## src/verilog/mdu_pkg.sv

```systemverilog
/* operation codes, unit control payloads and default width
   shared by the multiply/divide block */
package mdu_pkg;

    parameter int MDU_XLEN = 32;  // default operand width

    // ----------------------------------------
    // funct3 codes of the M extension
    // ----------------------------------------
    typedef enum logic [2:0] {
        OP_MUL    = 3'd0,
        OP_MULH   = 3'd1,
        OP_MULHSU = 3'd2,
        OP_MULHU  = 3'd3,
        OP_DIV    = 3'd4,
        OP_DIVU   = 3'd5,
        OP_REM    = 3'd6,
        OP_REMU   = 3'd7
    } mdu_op_e;

    // ----------------------------------------
    // unit control payloads
    // ----------------------------------------
    typedef struct packed {
        logic src1_signed;  // sign-extend src1
        logic src2_signed;  // sign-extend src2
        logic high;         // upper half of product
    } mul_ctrl_t;

    typedef struct packed {
        logic is_signed;    // DIV and REM
        logic is_rem;       // remainder, not quotient
    } div_ctrl_t;

endpackage
```

## src/verilog/mdu_exec_if.sv

```systemverilog
`timescale 1ns/1ps
/* link between the control block and one arithmetic unit,
   the control payload type is set per instance */
interface mdu_exec_if #(
    parameter int  XLEN   = 32,
    parameter type ctrl_t = logic
) ();

    logic            start;       // one-cycle issue strobe
    logic [XLEN-1:0] src1;
    logic [XLEN-1:0] src2;
    ctrl_t           op_ctrl;     // unit specific control
    logic            rslt_valid;  // one-cycle completion pulse
    logic [XLEN-1:0] rslt;

    modport ctrl (
        output start,
        output src1,
        output src2,
        output op_ctrl,
        input  rslt_valid,
        input  rslt
    );

    modport unit (
        input  start,
        input  src1,
        input  src2,
        input  op_ctrl,
        output rslt_valid,
        output rslt
    );

endinterface

```

## src/verilog/mdu_top.sv

```systemverilog
`timescale 1ns/1ps
/* M-extension execution block: control block, multiplier and divider */
module mdu_top #(
    parameter int XLEN = mdu_pkg::MDU_XLEN
) (
    input  logic             clk_i,
    input  logic             rst,
    input  logic             valid_i,
    input  mdu_pkg::mdu_op_e funct3_i,
    input  logic [XLEN-1:0]  src1_i,
    input  logic [XLEN-1:0]  src2_i,
    output logic             busy_o,
    output logic             done_o,
    output logic [XLEN-1:0]  rslt_o
);
    import mdu_pkg::*;

    mdu_exec_if #(.XLEN(XLEN), .ctrl_t(mul_ctrl_t)) mul_if ();  // to multiplier
    mdu_exec_if #(.XLEN(XLEN), .ctrl_t(div_ctrl_t)) div_if ();  // to divider

    mdu_ctrl #(
        .XLEN(XLEN)
    ) mdu_ctrl_i (
        .clk_i   (clk_i),
        .rst     (rst),
        .valid_i (valid_i),
        .funct3_i(funct3_i),
        .src1_i  (src1_i),
        .src2_i  (src2_i),
        .mul_port(mul_if.ctrl),
        .div_port(div_if.ctrl),
        .busy_o  (busy_o),
        .done_o  (done_o),
        .rslt_o  (rslt_o)
    );

    mdu_multiplier #(
        .XLEN(XLEN)
    ) mdu_multiplier_i (
        .clk_i(clk_i),
        .rst  (rst),
        .port (mul_if.unit)
    );

    mdu_divider #(
        .XLEN(XLEN)
    ) mdu_divider_i (
        .clk_i(clk_i),
        .rst  (rst),
        .port (div_if.unit)
    );

endmodule

```

## src/verilog/mdu_ctrl.sv

```systemverilog
`timescale 1ns/1ps
/* funct3 decode, issue to multiplier or divider, busy tracking,
   registered result and done pulse */
module mdu_ctrl #(
    parameter int XLEN = 32
) (
    input  logic             clk_i,
    input  logic             rst,
    input  logic             valid_i,
    input  mdu_pkg::mdu_op_e funct3_i,
    input  logic [XLEN-1:0]  src1_i,
    input  logic [XLEN-1:0]  src2_i,
    mdu_exec_if.ctrl         mul_port,
    mdu_exec_if.ctrl         div_port,
    output logic             busy_o,
    output logic             done_o,
    output logic [XLEN-1:0]  rslt_o
);
    import mdu_pkg::*;

    mul_ctrl_t       mul_dec;
    div_ctrl_t       div_dec;
    logic            accept;     // operation taken this cycle
    logic            is_div;
    logic            unit_done;
    logic [XLEN-1:0] unit_rslt;

    // ----------------------------------------
    // funct3 decode
    // ----------------------------------------
    always_comb begin
        mul_dec.src1_signed = funct3_i inside {OP_MULH, OP_MULHSU};
        mul_dec.src2_signed = (funct3_i == OP_MULH);
        mul_dec.high        = (funct3_i != OP_MUL);
        div_dec.is_signed   = funct3_i inside {OP_DIV, OP_REM};
        div_dec.is_rem      = funct3_i inside {OP_REM, OP_REMU};
    end

    assign is_div = funct3_i[2];  // upper four codes divide
    assign accept = valid_i & ~busy_o;

    // ----------------------------------------
    // issue
    // ----------------------------------------
    assign mul_port.start   = accept & ~is_div;
    assign mul_port.src1    = src1_i;
    assign mul_port.src2    = src2_i;
    assign mul_port.op_ctrl = mul_dec;

    assign div_port.start   = accept & is_div;
    assign div_port.src1    = src1_i;
    assign div_port.src2    = src2_i;
    assign div_port.op_ctrl = div_dec;

    // pick the unit that reports completion
    assign unit_done = mul_port.rslt_valid | div_port.rslt_valid;
    assign unit_rslt = div_port.rslt_valid ? div_port.rslt : mul_port.rslt;

    // ----------------------------------------
    // busy, done and result registers
    // ----------------------------------------
    always_ff @(posedge clk_i) begin
        if (rst) begin
            busy_o <= 1'b0;
            done_o <= 1'b0;
            rslt_o <= '0;
        end else begin
            done_o <= unit_done;
            if (unit_done) begin
                busy_o <= 1'b0;       // next op can be taken with done
                rslt_o <= unit_rslt;
            end else if (accept) begin
                busy_o <= 1'b1;
            end
        end
    end

endmodule

```

## src/verilog/mdu_divider.sv

```systemverilog
`timescale 1ns/1ps
/* iterative restoring divider for DIV, DIVU, REM and REMU,
   with sign handling and the divide-by-zero shortcut */
module mdu_divider #(
    parameter int XLEN = 32
) (
    input  logic     clk_i,
    input  logic     rst,
    mdu_exec_if.unit port
);
    import mdu_pkg::*;

    localparam int CNT_W = $clog2(XLEN);

    typedef enum logic [1:0] {
        DIV_IDLE,
        DIV_CHECK,
        DIV_EXEC,
        DIV_RET
    } div_state_e;

    div_state_e       state;
    div_ctrl_t        ctl;
    logic [CNT_W-1:0] cntr;          // remaining shift-subtract steps
    logic             is_rem;
    logic             dividend_neg;
    logic             divisor_neg;
    logic             quo_neg;       // negate quotient on return
    logic             rem_neg;       // negate remainder on return
    logic [XLEN-1:0]  remainder;
    logic [XLEN-1:0]  quotient;
    logic [XLEN-1:0]  divisor;
    logic [XLEN-1:0]  abs_dividend;
    logic [XLEN-1:0]  abs_divisor;
    logic [XLEN:0]    shifted;       // partial remainder shifted left
    logic [XLEN+1:0]  diff;
    logic             q_bit;
    logic             div_zero;

    assign ctl          = port.op_ctrl;
    assign abs_dividend = dividend_neg ? -remainder : remainder;
    assign abs_divisor  = divisor_neg ? -divisor : divisor;
    assign div_zero     = (divisor == '0);
    assign shifted      = {remainder, quotient[XLEN-1]};
    assign diff         = {1'b0, shifted} - {2'b00, divisor};
    assign q_bit        = ~diff[XLEN+1];  // no borrow, subtract fits

    // ----------------------------------------
    // FSM and step counter
    // ----------------------------------------
    always_ff @(posedge clk_i) begin
        if (rst) begin
            state <= DIV_IDLE;
            cntr  <= '0;
        end else begin
            case (state)
                DIV_IDLE: begin
                    if (port.start) begin
                        state <= DIV_CHECK;
                    end
                end
                DIV_CHECK: begin
                    state <= div_zero ? DIV_RET : DIV_EXEC;
                    cntr  <= CNT_W'(XLEN - 1);
                end
                DIV_EXEC: begin
                    cntr <= cntr - 1'b1;
                    if (cntr == '0) begin
                        state <= DIV_RET;
                    end
                end
                default: state <= DIV_IDLE;
            endcase
        end
    end

    // ----------------------------------------
    // datapath
    // ----------------------------------------
    always_ff @(posedge clk_i) begin
        case (state)
            DIV_IDLE: begin
                if (port.start) begin
                    is_rem       <= ctl.is_rem;
                    dividend_neg <= ctl.is_signed & port.src1[XLEN-1];
                    divisor_neg  <= ctl.is_signed & port.src2[XLEN-1];
                    quo_neg      <= ctl.is_signed & (port.src1[XLEN-1] ^ port.src2[XLEN-1]);
                    rem_neg      <= ctl.is_signed & port.src1[XLEN-1];
                    remainder    <= port.src1;  // dividend parked here
                    divisor      <= port.src2;
                end
            end
            DIV_CHECK: begin
                if (div_zero) begin
                    // all ones quotient, remainder keeps the dividend
                    quotient <= '1;
                    quo_neg  <= 1'b0;
                    rem_neg  <= 1'b0;
                end else begin
                    divisor   <= abs_divisor;
                    remainder <= '0;
                    quotient  <= abs_dividend;  // shifted out msb first
                end
            end
            DIV_EXEC: begin
                remainder <= q_bit ? diff[XLEN-1:0] : shifted[XLEN-1:0];
                quotient  <= {quotient[XLEN-2:0], q_bit};
            end
            default: ;
        endcase
    end

    assign port.rslt_valid = (state == DIV_RET);
    assign port.rslt       = is_rem ? (rem_neg ? -remainder : remainder)
                                    : (quo_neg ? -quotient : quotient);

endmodule

```

## src/verilog/mdu_multiplier.sv

```systemverilog
`timescale 1ns/1ps
/* two-cycle multiplier for MUL, MULH, MULHSU and MULHU */
module mdu_multiplier #(
    parameter int XLEN = 32
) (
    input  logic     clk_i,
    input  logic     rst,
    mdu_exec_if.unit port
);
    import mdu_pkg::*;

    typedef enum logic [1:0] {
        MUL_IDLE,
        MUL_EXEC,
        MUL_RET
    } mul_state_e;

    mul_state_e               state;
    mul_ctrl_t                ctl;
    logic signed [XLEN:0]     mcand;      // src1 with extension bit
    logic signed [XLEN:0]     mplier;     // src2 with extension bit
    logic signed [2*XLEN+1:0] prod_full;
    logic        [2*XLEN-1:0] product;
    logic                     is_high;

    assign ctl       = port.op_ctrl;
    // one signed multiply covers all four signedness mixes
    assign prod_full = mcand * mplier;

    always_ff @(posedge clk_i) begin
        if (rst) begin
            state <= MUL_IDLE;
        end else begin
            case (state)
                MUL_IDLE: begin
                    if (port.start) begin
                        state <= MUL_EXEC;
                    end
                end
                MUL_EXEC: state <= MUL_RET;
                default:  state <= MUL_IDLE;
            endcase
        end
    end

    always_ff @(posedge clk_i) begin
        if (state == MUL_IDLE && port.start) begin
            mcand   <= {ctl.src1_signed & port.src1[XLEN-1], port.src1};
            mplier  <= {ctl.src2_signed & port.src2[XLEN-1], port.src2};
            is_high <= ctl.high;
        end
        if (state == MUL_EXEC) begin
            product <= prod_full[2*XLEN-1:0];  // drop extension bits
        end
    end

    assign port.rslt_valid = (state == MUL_RET);
    assign port.rslt       = is_high ? product[2*XLEN-1:XLEN] : product[XLEN-1:0];

endmodule

```

## config.mk

```make
export PLATFORM = sky130hd
export DESIGN_NAME = mdu_top
export DESIGN_NICKNAME = d
export VERILOG_FILES = /design/src/verilog/mdu_pkg.sv /design/src/verilog/mdu_exec_if.sv /design/src/verilog/mdu_top.sv /design/src/verilog/mdu_ctrl.sv /design/src/verilog/mdu_divider.sv /design/src/verilog/mdu_multiplier.sv
export SDC_FILE = /design/constraint.sdc
export NUM_CORES = 2
export LEC_CHECK = 0
export BUFFER_PORTS_ARGS = -buffer_cell sky130_fd_sc_hd__buf_2
export CAP_MARGIN = 20
export CORE_ASPECT_RATIO = 1.5
export CORE_MARGIN = 8
export CORE_UTILIZATION = 48
export DETAILED_ROUTE_END_ITERATION = 10
export PLACE_DENSITY = 0.66
export SYNTH_ARGS = -nofsm -noshare
export SYNTH_HDL_FRONTEND = slang
export SYNTH_HIERARCHICAL = 1
export SYNTH_SLANG_ARGS = --single-unit
export TNS_END_PERCENT = 50
```

## constraint.sdc

```tcl
create_clock -name clk_i -period 7.28 [get_ports clk_i]
set_input_delay 1.82 -clock clk_i [delete_from_list [all_inputs] [get_ports clk_i]]
set_output_delay 1.82 -clock clk_i [all_outputs]
set_load 0.02 [all_outputs]
```

==> impl_metrics.csv <==
group,metric,value,unit
synthesis,synth_top_cells_by_area,"fa_1, edfxtp_1, inv_1",
worst_hold_path,holdCritPathClass,"reg2reg",
timing,min_period,7.697,ns
finish,nets,7449,
finish,drive_above_1_share,17.10,%
finish,utilization,54.95,%
placement,dpl.hpwl,134.6,mm
drt,first_iter_violations,2374,
grt,grt_start_max_net_pins,74,
worst_setup_path,cp.arrival,8.04,ns
placement,io_buffers,103,
worst_setup_path,crit_cells,28,
drt,firstDrtPassIters,5,
synthesis,syn_nets,7187,
timing,rsz0062_at_grt,"yes",
worst_setup_path,critPathBufInv,9,
synthesis,synth_cells,5738,
placement,pre_cts_slack,-0.5335,ns
worst_setup_path,rrSetupSlack,-0.42,ns
floorplan,design.die.area,0.1255,mm^2
placement,place.gp.congestion,0.9698,
floorplan,start_util,48.14,%
run_status,status,"finished, violations left",
clock_network,clock-root-buffer,"clkbuf_16",
timing,fin_ws,-0.4170,ns
clock_network,clk_path_buf_depth,3,
worst_setup_path,cp_slowest_cell,"fa_1",
floorplan,die_h,430.0,um
grt,grt_pass1_vias,44820,
worst_setup_path,required,7.62,ns
floorplan,num_io_pins,104,
drt,wl,161.5,mm
clock_network,clk_pin_slew_worst_paths,0.07,ns
grt,overflow,0,
synthesis,ys_ff_latch,275,
timing,fin_skew,0.02207,ns
clock_network,htree_levels,1,
worst_setup_path,crit_top_cell,"fa_1",
run,cap_violations,0,
worst_setup_path,crit_type,"reg2reg",
worst_hold_path,hold_start,"mdu_divider_i/cntr[3]",
synthesis,yosysTopAreaCellShare,41.10,%
drt,route.vias.total,40370,
placement,place_area,0.05985,mm^2
finish,final_area,0.06260,mm^2
worst_setup_path,slowest_delay,0.55,ns
floorplan,core-area,0.1139,mm^2
synthesis,avgSynthCellArea,9.557,um^2
synthesis,yosys.area.top_type,"fa_1",
clock_network,cts_tree,"done",
synthesis,async_flop_share,0,%
drt,drcViolationCount,0,
grt,grt_pass1_wl,251.6,mm
synthesis,synth_cell_types,84,
worst_setup_path,cp-start-kind,"register",
grt,antenna_found_initial,13,
synthesis,synth-edff-count,232,
worst_setup_path,reg2regPathDepth,28,
drt,wire_per_inst,21.56,um
floorplan,die_x,292.0,um
clock_network,hold_buffers,0,
timing,hold_viol_final,0,
synthesis,synth.yosys.warnings,6,
clock_network,cts.sinks,275,
timing,max_freq,0.1299,GHz
worst_setup_path,reg2reg_from,"mdu_multiplier_i/mcand[13]",
timing,setup_viol,28,
clock_network,worstSkewPairLatency,0.60,ns
synthesis,yosys_most_used_dff,"edfxtp_1",
synthesis,synth.cell_area,0.05484,mm^2
drt,postRouteAntennaNets,0,
worst_setup_path,end_kind,"register",
timing,holdWs,0.4945,ns
run_status,violations,"negative setup slack",
worst_setup_path,critPathMaxFanout,7,
worst_setup_path,critical_path.endpoint,"mdu_multiplier_i/product[49]",
drt,vias_per_cell,5.389,
worst_setup_path,startpoint,"mdu_multiplier_i/mcand[13]",
timing,maxSlewViolCount,0,
clock_network,cts_inserted_buffers,28,
finish,fillers,9998,
floorplan,rows,152,
finish,syn2layout_area_growth,14.15,%
timing,worst_slew_pin_slew,1.152,ns
worst_setup_path,path_delay_family,"adder cells",
synthesis,yosysSeqAreaShare,14.27,%
timing,min_period_over_period,105.7,%
timing,max_slew_margin,23.23,%
grt,grt_usage,25.81,%
worst_setup_path,timing.rr.end,"mdu_multiplier_i/product[49]",
==> routing by layer <==
| layer | routed length (um) | up-vias | track usage, % |
|---|---|---|---|
| met5 | 44 | - | 0 |
| met4 | 11730 | 6 | 15.11 |
| met3 | 6722 | 523 | 2.460 |
| met2 | 87790 | 1268 | 48.66 |
| met1 | 55240 | 20770 | 27.78 |
| li1 | - | 17800 | - |
==> layout make-up <==
| class | count | area (um^2) | area share, % |
|---|---|---|---|
| multi-input cells | 3895 | 41780 | 66.75 |
| flip-flops and latches | 275 | 7828 | 12.50 |
| repair buffers | 649 | 5762 | 9.204 |
| inverters | 1151 | 4329 | 6.916 |
| well taps | 1463 | 1831 | 2.924 |
| clock buffers | 39 | 859.6 | 1.373 |
| clock inverters | 13 | 192.7 | 0.3078 |
| diodes | 6 | 15.01 | 0.02398 |
==> worst register-to-register path, delay by kind of cell, from the launching register on <==
kind / cells / cell delay (ns)
DFF: 1 / 0.50
AOI/OAI and AO/OA: 7 / 1.23
adders and majority gates: 9 / 4.37
buffers and inverters: 9 / 0.86
xor gates and xnor gates: 1 / 0.13
and+or+nand+nor: 2 / 0.37
==> state kept, by name, summed over array words and instances, names as in the netlist, 2 cells and up <==
signal	flops
mdu_multiplier_i/state	2
mdu_divider_i/remainder	32
mdu_divider_i/cntr	5
mdu_divider_i/divisor	32
mdu_divider_i/state	2
mdu_multiplier_i/mcand	33
mdu_multiplier_i/product	64
mdu_divider_i/quotient	32
mdu_ctrl_i/rslt_o	32
mdu_multiplier_i/mplier	33
==> kinds of logic after synthesis <==
family | share of synthesized area, %
adder cells (fa/ha/maj) | 46.88
AND/OR/NAND/NOR | 15.18
flip-flops | 14.27
AO/OA/AOI/OAI | 6.251
buffers and inverters | 11.80
XOR/XNOR | 3.593
multiplexers | 2.021
==> how the worst min path moves through the flow <==
stage                                        to  slack (ns)  cells after the start
after CTS                 mdu_divider_i/cntr[3]        0.49                      1
after detailed placement  mdu_divider_i/cntr[3]        0.49                      1
after global routing      mdu_divider_i/cntr[3]        0.52                      1
after global placement    mdu_divider_i/cntr[3]        0.47                      1
final                     mdu_divider_i/cntr[3]        0.49                      1
after floorplan           mdu_divider_i/cntr[3]        0.44                      1
==> synth_stat cells, drive strengths merged, types with 4 or more instances <==
master      n
a211o       5
a211oi     45
a21o       36
a21oi     146
a221oi      6
a22o       18
a311oi      4
a31o        7
a31oi       9
a32oi       9
and2      554
and3        8
buf       170
clkbuf    247
dfxtp      43
edfxtp    232
fa       1126
ha        253
inv      1151
mux2       62
mux2i      41
nand2     711
nand2b     21
nand3      25
nand4      26
nor2      136
nor2b      76
nor3       34
nor3b       8
nor4       17
o211ai      9
o21a       13
o21ai     141
o21bai     19
o2bb2ai     4
o31ai      18
o41ai       4
or2         9
or3        28
xnor2     159
xor2       66
==> layout by cell type, fill, tap and decap left out, types with 16 or more instances in the layout <==
master | netlist | routed
nor2_1 | 136 | 131
nand2b_1 | 21 | 21
nor2b_1 | 76 | 74
buf_4 | 130 | 436
o21bai_1 | 19 | 16
ha_4 | 0 | 29
inv_1 | 1149 | 1114
and2_1 | 554 | 539
a22o_1 | 18 | 18
o21ai_0 | 72 | 64
buf_6 | 2 | 29
mux2i_1 | 41 | 41
fa_2 | 0 | 38
xor2_1 | 66 | 59
inv_2 | 2 | 34
a21o_1 | 36 | 36
a211oi_1 | 23 | 20
dfxtp_1 | 43 | 43
nand2_1 | 711 | 703
nand3_1 | 24 | 21
clkbuf_16 | 0 | 32
buf_12 | 3 | 75
nor3_1 | 33 | 27
fa_1 | 1126 | 1088
xnor2_1 | 159 | 153
a21oi_2 | 0 | 17
o21ai_1 | 68 | 68
ha_1 | 253 | 221
nand4_1 | 26 | 26
buf_2 | 27 | 104
edfxtp_1 | 232 | 232
or3_1 | 27 | 26
mux2_2 | 62 | 62
a21oi_1 | 146 | 122
a211oi_2 | 22 | 23
==> stage by stage <==
stage | cells | TNS, ns
2_1_floorplan | 5738 | -0.2640
4_1_cts | 7468 | -4.427
6_report | 7491 | -6.154
5_1_grt | 7487 | -12.10
3_5_place_dp | 7386 | -11.49
3_3_place_gp | 7386 | -10.77
==> repair_timing <==
item,CTS,global route
resized for setup,182,87
pin swaps,103,73
endpoints found under the setup margin,33,37
gates cloned,4,2
buffers inserted,29,17
Power is left out: the tool's default activity adds up to more than one toggle a clock period on the data nets, which glitch-free logic cannot reach.
